[src/rtl/merge_pkg.sv]
`default_nettype none

package merge_pkg;

    // ------------------------------------------------------------------
    // Widths and depths
    // ------------------------------------------------------------------
    localparam int NUM_LANES   = 2;
    localparam int DATA_W      = 32;
    localparam int INDEX_W     = 8;
    localparam int COUNT_W     = 16;
    localparam int FIFO_DEPTH  = 16;
    localparam int PROG_THRESH = 12;

    // Index values of the configuration words on the memory stream
    localparam int CFG_IDX_OP   = 0;
    localparam int CFG_IDX_MASK = 1;

    // ------------------------------------------------------------------
    // Packets
    // ------------------------------------------------------------------
    typedef struct packed {
        logic [INDEX_W-1:0] index;
        logic [DATA_W-1:0]  data;
    } packet_payload_t;

    typedef struct packed {
        logic            valid;
        packet_payload_t payload;
    } memory_packet_t;

    // ------------------------------------------------------------------
    // Configuration and control
    // ------------------------------------------------------------------
    typedef enum logic [1:0] {
        OP_PASS = 2'd0,
        OP_ADD  = 2'd1,
        OP_MAX  = 2'd2,
        OP_XOR  = 2'd3
    } merge_op_e;

    typedef struct packed {
        merge_op_e            op;
        logic [NUM_LANES-1:0] lane_mask;
    } merge_config_t;

    typedef struct packed {
        logic               valid;
        logic [COUNT_W-1:0] count;
    } kernel_descriptor_t;

    // Generator run states
    typedef enum logic [1:0] {
        GEN_IDLE  = 2'd0,
        GEN_RUN   = 2'd1,
        GEN_DRAIN = 2'd2
    } gen_state_e;

endpackage : merge_pkg

`default_nettype wire

[src/rtl/sync_fifo.sv]
`timescale 1ns/10ps
`default_nettype none

module sync_fifo import merge_pkg::*; #(
    parameter int DEPTH = FIFO_DEPTH
) (
    input  logic            ap_clk,
    input  logic            areset_csr_engine,
    input  packet_payload_t din,
    input  logic            wr_en,
    input  logic            rd_en,
    output packet_payload_t dout,
    output logic            valid,
    output logic            empty,
    output logic            prog_full
);

    localparam int ADDR_W = (DEPTH > 1) ? $clog2(DEPTH) : 1;
    localparam int CNT_W  = $clog2(DEPTH + 1);

    packet_payload_t   mem [DEPTH];
    logic [ADDR_W-1:0] wr_ptr;
    logic [ADDR_W-1:0] rd_ptr;
    logic [CNT_W-1:0]  count;
    logic              full;
    logic              do_wr;
    logic              do_rd;

    // ------------------------------------------------------------------
    // Flags
    // ------------------------------------------------------------------
    assign full      = (count == CNT_W'(DEPTH));
    assign empty     = (count == '0);
    assign valid     = ~empty;
    assign prog_full = (count >= CNT_W'(PROG_THRESH));

    // Read on empty is dropped, write on full only with a read alongside
    assign do_rd = rd_en & ~empty;
    assign do_wr = wr_en & (~full | do_rd);

    // Head of the queue is visible without a read
    assign dout = mem[rd_ptr];

    // ------------------------------------------------------------------
    // Pointers and occupancy
    // ------------------------------------------------------------------
    always_ff @(posedge ap_clk) begin
        if (areset_csr_engine) begin
            wr_ptr <= '0;
            rd_ptr <= '0;
            count  <= '0;
        end else begin
            if (do_wr) begin
                wr_ptr <= (wr_ptr == ADDR_W'(DEPTH - 1)) ? '0 : wr_ptr + 1'b1;
            end
            if (do_rd) begin
                rd_ptr <= (rd_ptr == ADDR_W'(DEPTH - 1)) ? '0 : rd_ptr + 1'b1;
            end
            case ({do_wr, do_rd})
                2'b10:   count <= count + 1'b1;
                2'b01:   count <= count - 1'b1;
                default: count <= count;
            endcase
        end
    end

    // Storage
    always_ff @(posedge ap_clk) begin
        if (do_wr) begin
            mem[wr_ptr] <= din;
        end
    end

endmodule : sync_fifo

`default_nettype wire

[src/rtl/merge_config_capture.sv]
`timescale 1ns/10ps
`default_nettype none

module merge_config_capture import merge_pkg::*; (
    input  logic            ap_clk,
    input  logic            areset_csr_engine,
    input  packet_payload_t mem_head,
    input  logic            mem_valid,
    input  logic            cfg_take,
    output logic            mem_pop,
    output merge_config_t   cfg,
    output logic            cfg_valid
);

    logic seen_op;
    logic seen_mask;
    logic is_op_word;
    logic is_mask_word;

    // ------------------------------------------------------------------
    // Word decode
    // ------------------------------------------------------------------
    assign is_op_word   = (mem_head.index == INDEX_W'(CFG_IDX_OP));
    assign is_mask_word = (mem_head.index == INDEX_W'(CFG_IDX_MASK));

    assign cfg_valid = seen_op & seen_mask;

    // Hold off the memory stream once a full set is waiting
    assign mem_pop = mem_valid & ~cfg_valid;

    // ------------------------------------------------------------------
    // Completion flags
    // ------------------------------------------------------------------
    always_ff @(posedge ap_clk) begin
        if (areset_csr_engine) begin
            seen_op   <= 1'b0;
            seen_mask <= 1'b0;
        end else if (cfg_take) begin
            seen_op   <= 1'b0;
            seen_mask <= 1'b0;
        end else if (mem_pop) begin
            if (is_op_word) begin
                seen_op <= 1'b1;
            end
            if (is_mask_word) begin
                seen_mask <= 1'b1;
            end
        end
    end

    // A repeated word simply overwrites its field
    always_ff @(posedge ap_clk) begin
        if (mem_pop && is_op_word) begin
            cfg.op <= merge_op_e'(mem_head.data[1:0]);
        end
        if (mem_pop && is_mask_word) begin
            cfg.lane_mask <= mem_head.data[NUM_LANES-1:0];
        end
    end

endmodule : merge_config_capture

`default_nettype wire

[src/rtl/merge_generator.sv]
`timescale 1ns/10ps
`default_nettype none

module merge_generator import merge_pkg::*; (
    input  logic                 ap_clk,
    input  logic                 areset_csr_engine,
    input  kernel_descriptor_t   descriptor,
    input  merge_config_t        cfg,
    input  logic                 cfg_valid,
    input  packet_payload_t      lane_head [NUM_LANES],
    input  logic [NUM_LANES-1:0] lane_valid,
    input  logic                 out_prog_full,
    output logic                 cfg_take,
    output logic [NUM_LANES-1:0] lane_pop,
    output memory_packet_t       result,
    output logic                 idle
);

    gen_state_e           state;
    logic [COUNT_W-1:0]   run_count;
    logic [COUNT_W-1:0]   step_cnt;
    merge_op_e            run_op;
    logic [NUM_LANES-1:0] run_mask;
    logic                 start;
    logic                 step_fire;
    logic                 last_step;

    // Stage one holds the popped lane words
    logic                 s1_valid;
    logic [INDEX_W-1:0]   s1_index;
    logic [DATA_W-1:0]    s1_data [NUM_LANES];
    logic [DATA_W-1:0]    merged;

    // ------------------------------------------------------------------
    // Run control
    // ------------------------------------------------------------------
    assign idle     = (state == GEN_IDLE);
    assign start    = idle & descriptor.valid & cfg_valid;
    assign cfg_take = start;

    // All enabled heads present and room left downstream
    assign step_fire = (state == GEN_RUN) & (&(lane_valid | ~run_mask)) & ~out_prog_full;
    assign lane_pop  = step_fire ? run_mask : '0;
    assign last_step = (step_cnt == run_count - 1'b1);

    always_ff @(posedge ap_clk) begin
        if (areset_csr_engine) begin
            state    <= GEN_IDLE;
            step_cnt <= '0;
            run_op   <= OP_PASS;
            run_mask <= NUM_LANES'(1);
        end else begin
            case (state)
                GEN_IDLE: begin
                    if (start) begin
                        step_cnt <= '0;
                        run_op   <= cfg.op;
                        // Empty mask falls back to lane 0
                        run_mask <= (cfg.lane_mask == '0) ? NUM_LANES'(1) : cfg.lane_mask;
                        state    <= (descriptor.count == '0) ? GEN_DRAIN : GEN_RUN;
                    end
                end
                GEN_RUN: begin
                    if (step_fire) begin
                        step_cnt <= step_cnt + 1'b1;
                        if (last_step) begin
                            state <= GEN_DRAIN;
                        end
                    end
                end
                GEN_DRAIN: begin
                    if (!s1_valid && !result.valid) begin
                        state <= GEN_IDLE;
                    end
                end
                default: state <= GEN_IDLE;
            endcase
        end
    end

    always_ff @(posedge ap_clk) begin
        if (start) begin
            run_count <= descriptor.count;
        end
    end

    // ------------------------------------------------------------------
    // Stage one: capture lane data and step index
    // ------------------------------------------------------------------
    always_ff @(posedge ap_clk) begin
        if (areset_csr_engine) begin
            s1_valid <= 1'b0;
        end else begin
            s1_valid <= step_fire;
        end
        if (step_fire) begin
            s1_index <= step_cnt[INDEX_W-1:0];
            for (int i = 0; i < NUM_LANES; i++) begin
                s1_data[i] <= lane_head[i].data;
            end
        end
    end

    // ------------------------------------------------------------------
    // Stage two: combine enabled lanes
    // ------------------------------------------------------------------
    always_comb begin : merge_lanes
        logic first;
        first  = 1'b1;
        merged = '0;
        for (int i = 0; i < NUM_LANES; i++) begin
            if (run_mask[i]) begin
                case (run_op)
                    OP_PASS: begin
                        if (first) begin
                            merged = s1_data[i];
                        end
                    end
                    OP_ADD:  merged = merged + s1_data[i];
                    // Unsigned compare
                    OP_MAX: begin
                        if (first || (s1_data[i] > merged)) begin
                            merged = s1_data[i];
                        end
                    end
                    default: merged = merged ^ s1_data[i];
                endcase
                first = 1'b0;
            end
        end
    end

    always_ff @(posedge ap_clk) begin
        if (areset_csr_engine) begin
            result.valid <= 1'b0;
        end else begin
            result.valid <= s1_valid;
        end
        if (s1_valid) begin
            result.payload <= '{index: s1_index, data: merged};
        end
    end

endmodule : merge_generator

`default_nettype wire

[src/rtl/engine_merge_data.sv]
`timescale 1ns/10ps
`default_nettype none

module engine_merge_data import merge_pkg::*; (
    input  logic                 ap_clk,
    input  logic                 areset_csr_engine,
    input  kernel_descriptor_t   descriptor_in,
    input  memory_packet_t       response_engine_in [NUM_LANES],
    input  memory_packet_t       response_memory_in,
    input  logic                 ready,
    output logic [NUM_LANES-1:0] response_engine_prog_full,
    output logic                 response_memory_prog_full,
    output memory_packet_t       request_engine_out,
    output logic                 done_out
);

    kernel_descriptor_t   descriptor_in_reg;
    memory_packet_t       response_engine_in_reg [NUM_LANES];
    memory_packet_t       response_memory_in_reg;

    // Lane FIFO heads
    packet_payload_t      lane_head [NUM_LANES];
    logic [NUM_LANES-1:0] lane_valid;
    logic [NUM_LANES-1:0] lane_empty;
    logic [NUM_LANES-1:0] lane_pop;

    // Configuration path
    packet_payload_t      mem_head;
    logic                 mem_valid;
    logic                 mem_empty;
    logic                 mem_pop;
    merge_config_t        cfg;
    logic                 cfg_valid;
    logic                 cfg_take;

    // Result path
    memory_packet_t       gen_result;
    logic                 gen_idle;
    packet_payload_t      out_head;
    logic                 out_valid;
    logic                 out_empty;
    logic                 out_prog_full;
    logic                 out_pop;

    // ------------------------------------------------------------------
    // Input registers
    // ------------------------------------------------------------------
    always_ff @(posedge ap_clk) begin
        if (areset_csr_engine) begin
            descriptor_in_reg.valid      <= 1'b0;
            response_memory_in_reg.valid <= 1'b0;
        end else begin
            descriptor_in_reg.valid      <= descriptor_in.valid;
            response_memory_in_reg.valid <= response_memory_in.valid;
        end
        descriptor_in_reg.count        <= descriptor_in.count;
        response_memory_in_reg.payload <= response_memory_in.payload;
    end

    always_ff @(posedge ap_clk) begin
        for (int i = 0; i < NUM_LANES; i++) begin
            if (areset_csr_engine) begin
                response_engine_in_reg[i].valid <= 1'b0;
            end else begin
                response_engine_in_reg[i].valid <= response_engine_in[i].valid;
            end
            response_engine_in_reg[i].payload <= response_engine_in[i].payload;
        end
    end

    // ------------------------------------------------------------------
    // FIFOs
    // ------------------------------------------------------------------
    for (genvar i = 0; i < NUM_LANES; i++) begin : g_lane
        sync_fifo #(.DEPTH(FIFO_DEPTH)) u_lane_fifo (
            .ap_clk           (ap_clk),
            .areset_csr_engine(areset_csr_engine),
            .din              (response_engine_in_reg[i].payload),
            .wr_en            (response_engine_in_reg[i].valid),
            .rd_en            (lane_pop[i]),
            .dout             (lane_head[i]),
            .valid            (lane_valid[i]),
            .empty            (lane_empty[i]),
            .prog_full        (response_engine_prog_full[i])
        );
    end

    sync_fifo #(.DEPTH(FIFO_DEPTH)) u_memory_fifo (
        .ap_clk           (ap_clk),
        .areset_csr_engine(areset_csr_engine),
        .din              (response_memory_in_reg.payload),
        .wr_en            (response_memory_in_reg.valid),
        .rd_en            (mem_pop),
        .dout             (mem_head),
        .valid            (mem_valid),
        .empty            (mem_empty),
        .prog_full        (response_memory_prog_full)
    );

    // Output pops on a completed handshake
    assign out_pop = ready & out_valid;

    sync_fifo #(.DEPTH(FIFO_DEPTH)) u_request_fifo (
        .ap_clk           (ap_clk),
        .areset_csr_engine(areset_csr_engine),
        .din              (gen_result.payload),
        .wr_en            (gen_result.valid),
        .rd_en            (out_pop),
        .dout             (out_head),
        .valid            (out_valid),
        .empty            (out_empty),
        .prog_full        (out_prog_full)
    );

    assign request_engine_out = '{valid: out_valid, payload: out_head};

    // ------------------------------------------------------------------
    // Configuration and merge
    // ------------------------------------------------------------------
    merge_config_capture u_config (
        .ap_clk           (ap_clk),
        .areset_csr_engine(areset_csr_engine),
        .mem_head         (mem_head),
        .mem_valid        (mem_valid),
        .cfg_take         (cfg_take),
        .mem_pop          (mem_pop),
        .cfg              (cfg),
        .cfg_valid        (cfg_valid)
    );

    merge_generator u_generator (
        .ap_clk           (ap_clk),
        .areset_csr_engine(areset_csr_engine),
        .descriptor       (descriptor_in_reg),
        .cfg              (cfg),
        .cfg_valid        (cfg_valid),
        .lane_head        (lane_head),
        .lane_valid       (lane_valid),
        .out_prog_full    (out_prog_full),
        .cfg_take         (cfg_take),
        .lane_pop         (lane_pop),
        .result           (gen_result),
        .idle             (gen_idle)
    );

    // Done once the generator is idle and nothing is left queued
    always_ff @(posedge ap_clk) begin
        if (areset_csr_engine) begin
            done_out <= 1'b1;
        end else begin
            done_out <= gen_idle & (&lane_empty) & mem_empty & out_empty;
        end
    end

endmodule : engine_merge_data

`default_nettype wire

[config.mk]
export PLATFORM = sky130hd
export DESIGN_NAME = engine_merge_data
export DESIGN_NICKNAME = d
export VERILOG_FILES = /design/src/rtl/merge_pkg.sv /design/src/rtl/sync_fifo.sv /design/src/rtl/merge_config_capture.sv /design/src/rtl/merge_generator.sv /design/src/rtl/engine_merge_data.sv
export SDC_FILE = /design/constraint.sdc
export NUM_CORES = 2
export LEC_CHECK = 0
export BUFFER_PORTS_ARGS = -buffer_cell sky130_fd_sc_hd__buf_2
export CORE_MARGIN = 4
export CORE_UTILIZATION = 42
export DETAILED_ROUTE_END_ITERATION = 8
export PLACE_DENSITY_LB_ADDON = 0.15
export RECOVER_POWER = 25
export SLEW_MARGIN = 20
export SYNTH_ARGS = -nofsm -noshare
export SYNTH_HDL_FRONTEND = slang
export SYNTH_SLANG_ARGS = --single-unit
[constraint.sdc]
create_clock -name ap_clk -period 7.4 [get_ports ap_clk]
set_clock_uncertainty 0.05 [all_clocks]
set_input_delay 0.37 -clock ap_clk [delete_from_list [all_inputs] [get_ports ap_clk]]
set_output_delay 0.37 -clock ap_clk [all_outputs]
set_load 0.05 [all_outputs]
==> flow_summary.yaml <==
worst_setup_path:
  start_kind: "flop"
  crit_family: "simple AND/OR/NAND/NOR gates"
  crit_chain: "buf_4 -> nand2_1 -> ha_1 -> nand4_1 -> nor4_1 -> and3_1 -> a31oi_1 -> nor2_2 -> buf_4 -> mux2_2 -> o21ai_0 -> a31oi_1"
  cpPeakStageDelay_ps: 760
  cp.required_ps: 7890
  critPathArrivalTime_ps: 5630
  crit_type: "flop to flop"
  critPathBufInv: 2
  cp-end-kind: "flop"
  slowest_stage: "dfxtp_2"
  path_max_fanout: 25
sta:
  period_share: 0.695
  setup_ws_ps: 2260
  post-route-min-period_ps: 5140
  hold_viol: 0
  slew_viol_final: 68
  worst_pin_slew_ps: 3730
  slew_headroom: -1.49
  setup_viol: 0
  max_freq_ghz: 0.195
  rsz0062_at_grt: "no"
  tns_ps: 0
place:
  dpl-instance-area_um2: 87500
  portBuffers: 141
  place_congestion: 0.794
  dp_slack_ps: 2280
  dp_cells: 6771
  place_hpwl_um: 106000
floorplanning:
  initial_core_util: 0.422
  dieArea_um2: 205000
  die_w_um: 453
  dieHeight_um: 453
  core_um2: 197000
  num_rows: 163
  io_pins: 188
synthesis:
  synth_top_family_by_area: "multiplexers"
  synthAdderAreaFrac: 0.0166
  yosys.cell_types.count: 83
  syn-instance-count: 4095
  synthDominantCellAreaShare: 0.706
  synth_most_common_cell: "edfxtp_1"
  synth.mux.area_fraction: 0.151
  netlist_area_um2: 83200
  syn_area_per_cell_um2: 20.3
  synth_compound_area_frac: 0.0265
  synthTopCellsByCount: "edfxtp_1, mux4_2, nor2_1"
  synth.largest_area_cell: "edfxtp_1"
  synth_ff_type: "edfxtp_1"
  yosysWarnings: 0
  syn_nets: 4345
  ys_async_sr_fraction: 0
  synthTopCellsByArea: "edfxtp_1, mux4_2, dfxtp_1, ha_1, nor2_1"
  synth-seq-cells: 2145
  synth_xor_area_frac: 0.00853
  synth-simple-area-share: 0.0321
  seq_area_frac_synth: 0.752
  synth_edf_count: 1956
routing:
  drt_iter0_markers: 3332
  antenna_left: 0
  drtPass1Iterations: 6
  wire_per_inst_um: 26.5
  drc: 0
  vias_per_cell: 5.49
  finalWirelength_um: 193000
  vias: 40000
global_route:
  grt_use_total: 0.189
  grt_max_degree: 108
  grt_pass1_vias: 41700
  antenna_found_initial: 9
  grt_pass1_wl_um: 284000
  overflow: 0
power:
  p_comb_frac: 0.021
  leakage_nw: 30.1
  powerDensity_nw_per_um2: 259
  power_switching_mw: 5.01
  p_int_mw: 19.7
  sw_frac_of_total: 0.203
  seqPwrFrac: 0.541
  ir_drop_mv: 0.234
  total_power_mw: 24.7
  clockPowerShare: 0.438
cells_and_area:
  largest_reg_flops: 1024
  finalNonFillerCells: 7285
  fin_nets: 4696
  area_delta_synth_final_pct: 14.9
  largest-register: "g_lane.u_lane_fifo.mem"
  final_layout_size_suffix_gt1_frac: 0.250
  fin_area_um2: 95600
  reg_top3: "g_lane.u_lane_fifo.mem (1024), u_request_fifo.mem (640), u_memory_fifo.mem (160)"
  fillers: 16200
clock_tree:
  cts_resized: 0
  clock-sinks: 2145
  clkTransAtPathRegs_ps: 60
  cts_tree: "built"
  holdBufCountCts: 95
  ctsRootBufferMaster: "clkbuf_16"
  clock_latency_ps: 850
  cts_inserted_buffers: 218
  htree_levels: 4
  cts_setup_buffers: 0
  clock_path_buffers: 3
outcome:
  status: "finished with violations"
  violations: "capacitance limit, slew limit"
worst_hold_path:
  hold_path_class: "input pin to flop"
run:
  drv_cap: 1
-- final cells by class --
cell class | instances | area, um^2 | area share
flip-flops and latches | 2145 | 62600 | 0.655
diodes | 4 | 10.0 | 0.000105
clock inverters | 96 | 1080 | 0.0114
multi-input cells | 1662 | 19900 | 0.208
clock buffers | 319 | 6080 | 0.0636
inverters | 98 | 368 | 0.00385
well taps | 2640 | 3300 | 0.0346
repair buffers | 321 | 2290 | 0.0239
-- worst register-to-register path, delay by kind of cell, from the launching register on --
kind | cells | cell delay (ps)
muxes | 1 | 350
and+or+nand+nor | 5 | 1910
buffers and inverters | 2 | 810
AOI/OAI and AO/OA | 3 | 420
adders and majority gates | 1 | 550
DFF | 1 | 760
-- routing by layer --
layer	vias up	track usage	part of all wire
met2	928	0.315	0.50
met5	-	0	0.00013
met1	21300	0.257	0.42
met4	4	0.0590	0.028
li1	17500	-	-
met3	279	0.0303	0.048
-- power groups by stage --
stage               Combinational [mW]  Clock, mW  Sequential [mW]
CTS                              0.538       11.1             13.4
global route                     0.572       11.7             13.4
detailed placement               0.497          0             13.6
finish                           0.522       10.8             13.4
global placement                 0.490          0             13.6
floorplan                        0.330          0             13.6
-- metrics by stage --
stage               utilization  hold WS (ps)
global route              0.484          39.6
CTS                       0.485          8.68
detailed placement        0.444           358
finish                    0.485          91.0
global placement          0.444           355
floorplan                     -           348
-- final timing paths --
check             slack [ps]                            startpoint                                    end  depth (start not counted)
setup / recovery        2260  u_generator.run_mask[0]$_SDFFE_PP1P_       u_generator.result[15]$_DFFE_PP_                         12
hold reg to reg          370     u_generator.s1_index[2]$_DFFE_PP_       u_generator.result[34]$_DFFE_PP_                          0
hold / removal            90                response_engine_in[20]  response_engine_in_reg[1][20]$_DFF_P_                          2
setup reg to reg        2260  u_generator.run_mask[0]$_SDFFE_PP1P_       u_generator.result[15]$_DFFE_PP_                         12
-- layout by cell type (no fill, tap or decap), types with 26 or more instances in the layout --
master,n
xor2_1,45
mux4_2,537
clkinv_2,37
nor2_1,166
edfxtp_1,1956
dlygate4sd3_1,95
xnor2_1,36
clkbuf_16,219
nor4_1,36
buf_2,108
clkbuf_1,112
nor2_4,36
inv_1,95
o21ai_0,58
dfxtp_1,174
nand2_1,132
mux2_2,26
ha_1,102
buf_4,81
a21oi_1,112
-- logic make-up (layout without fill, tap and decap cells) --
kind of cell / count (synthesis) / in the layout
flip-flops: 2145 / 2145
multiplexers: 580 / 580
AND/OR/NAND/NOR: 554 / 554
AO/OA/AOI/OAI: 340 / 340
buffers and inverters: 288 / 834
adder cells (fa/ha/maj): 107 / 107
XOR/XNOR: 81 / 81
other: 0 / 4
Power figures use the tool's default switching activity.
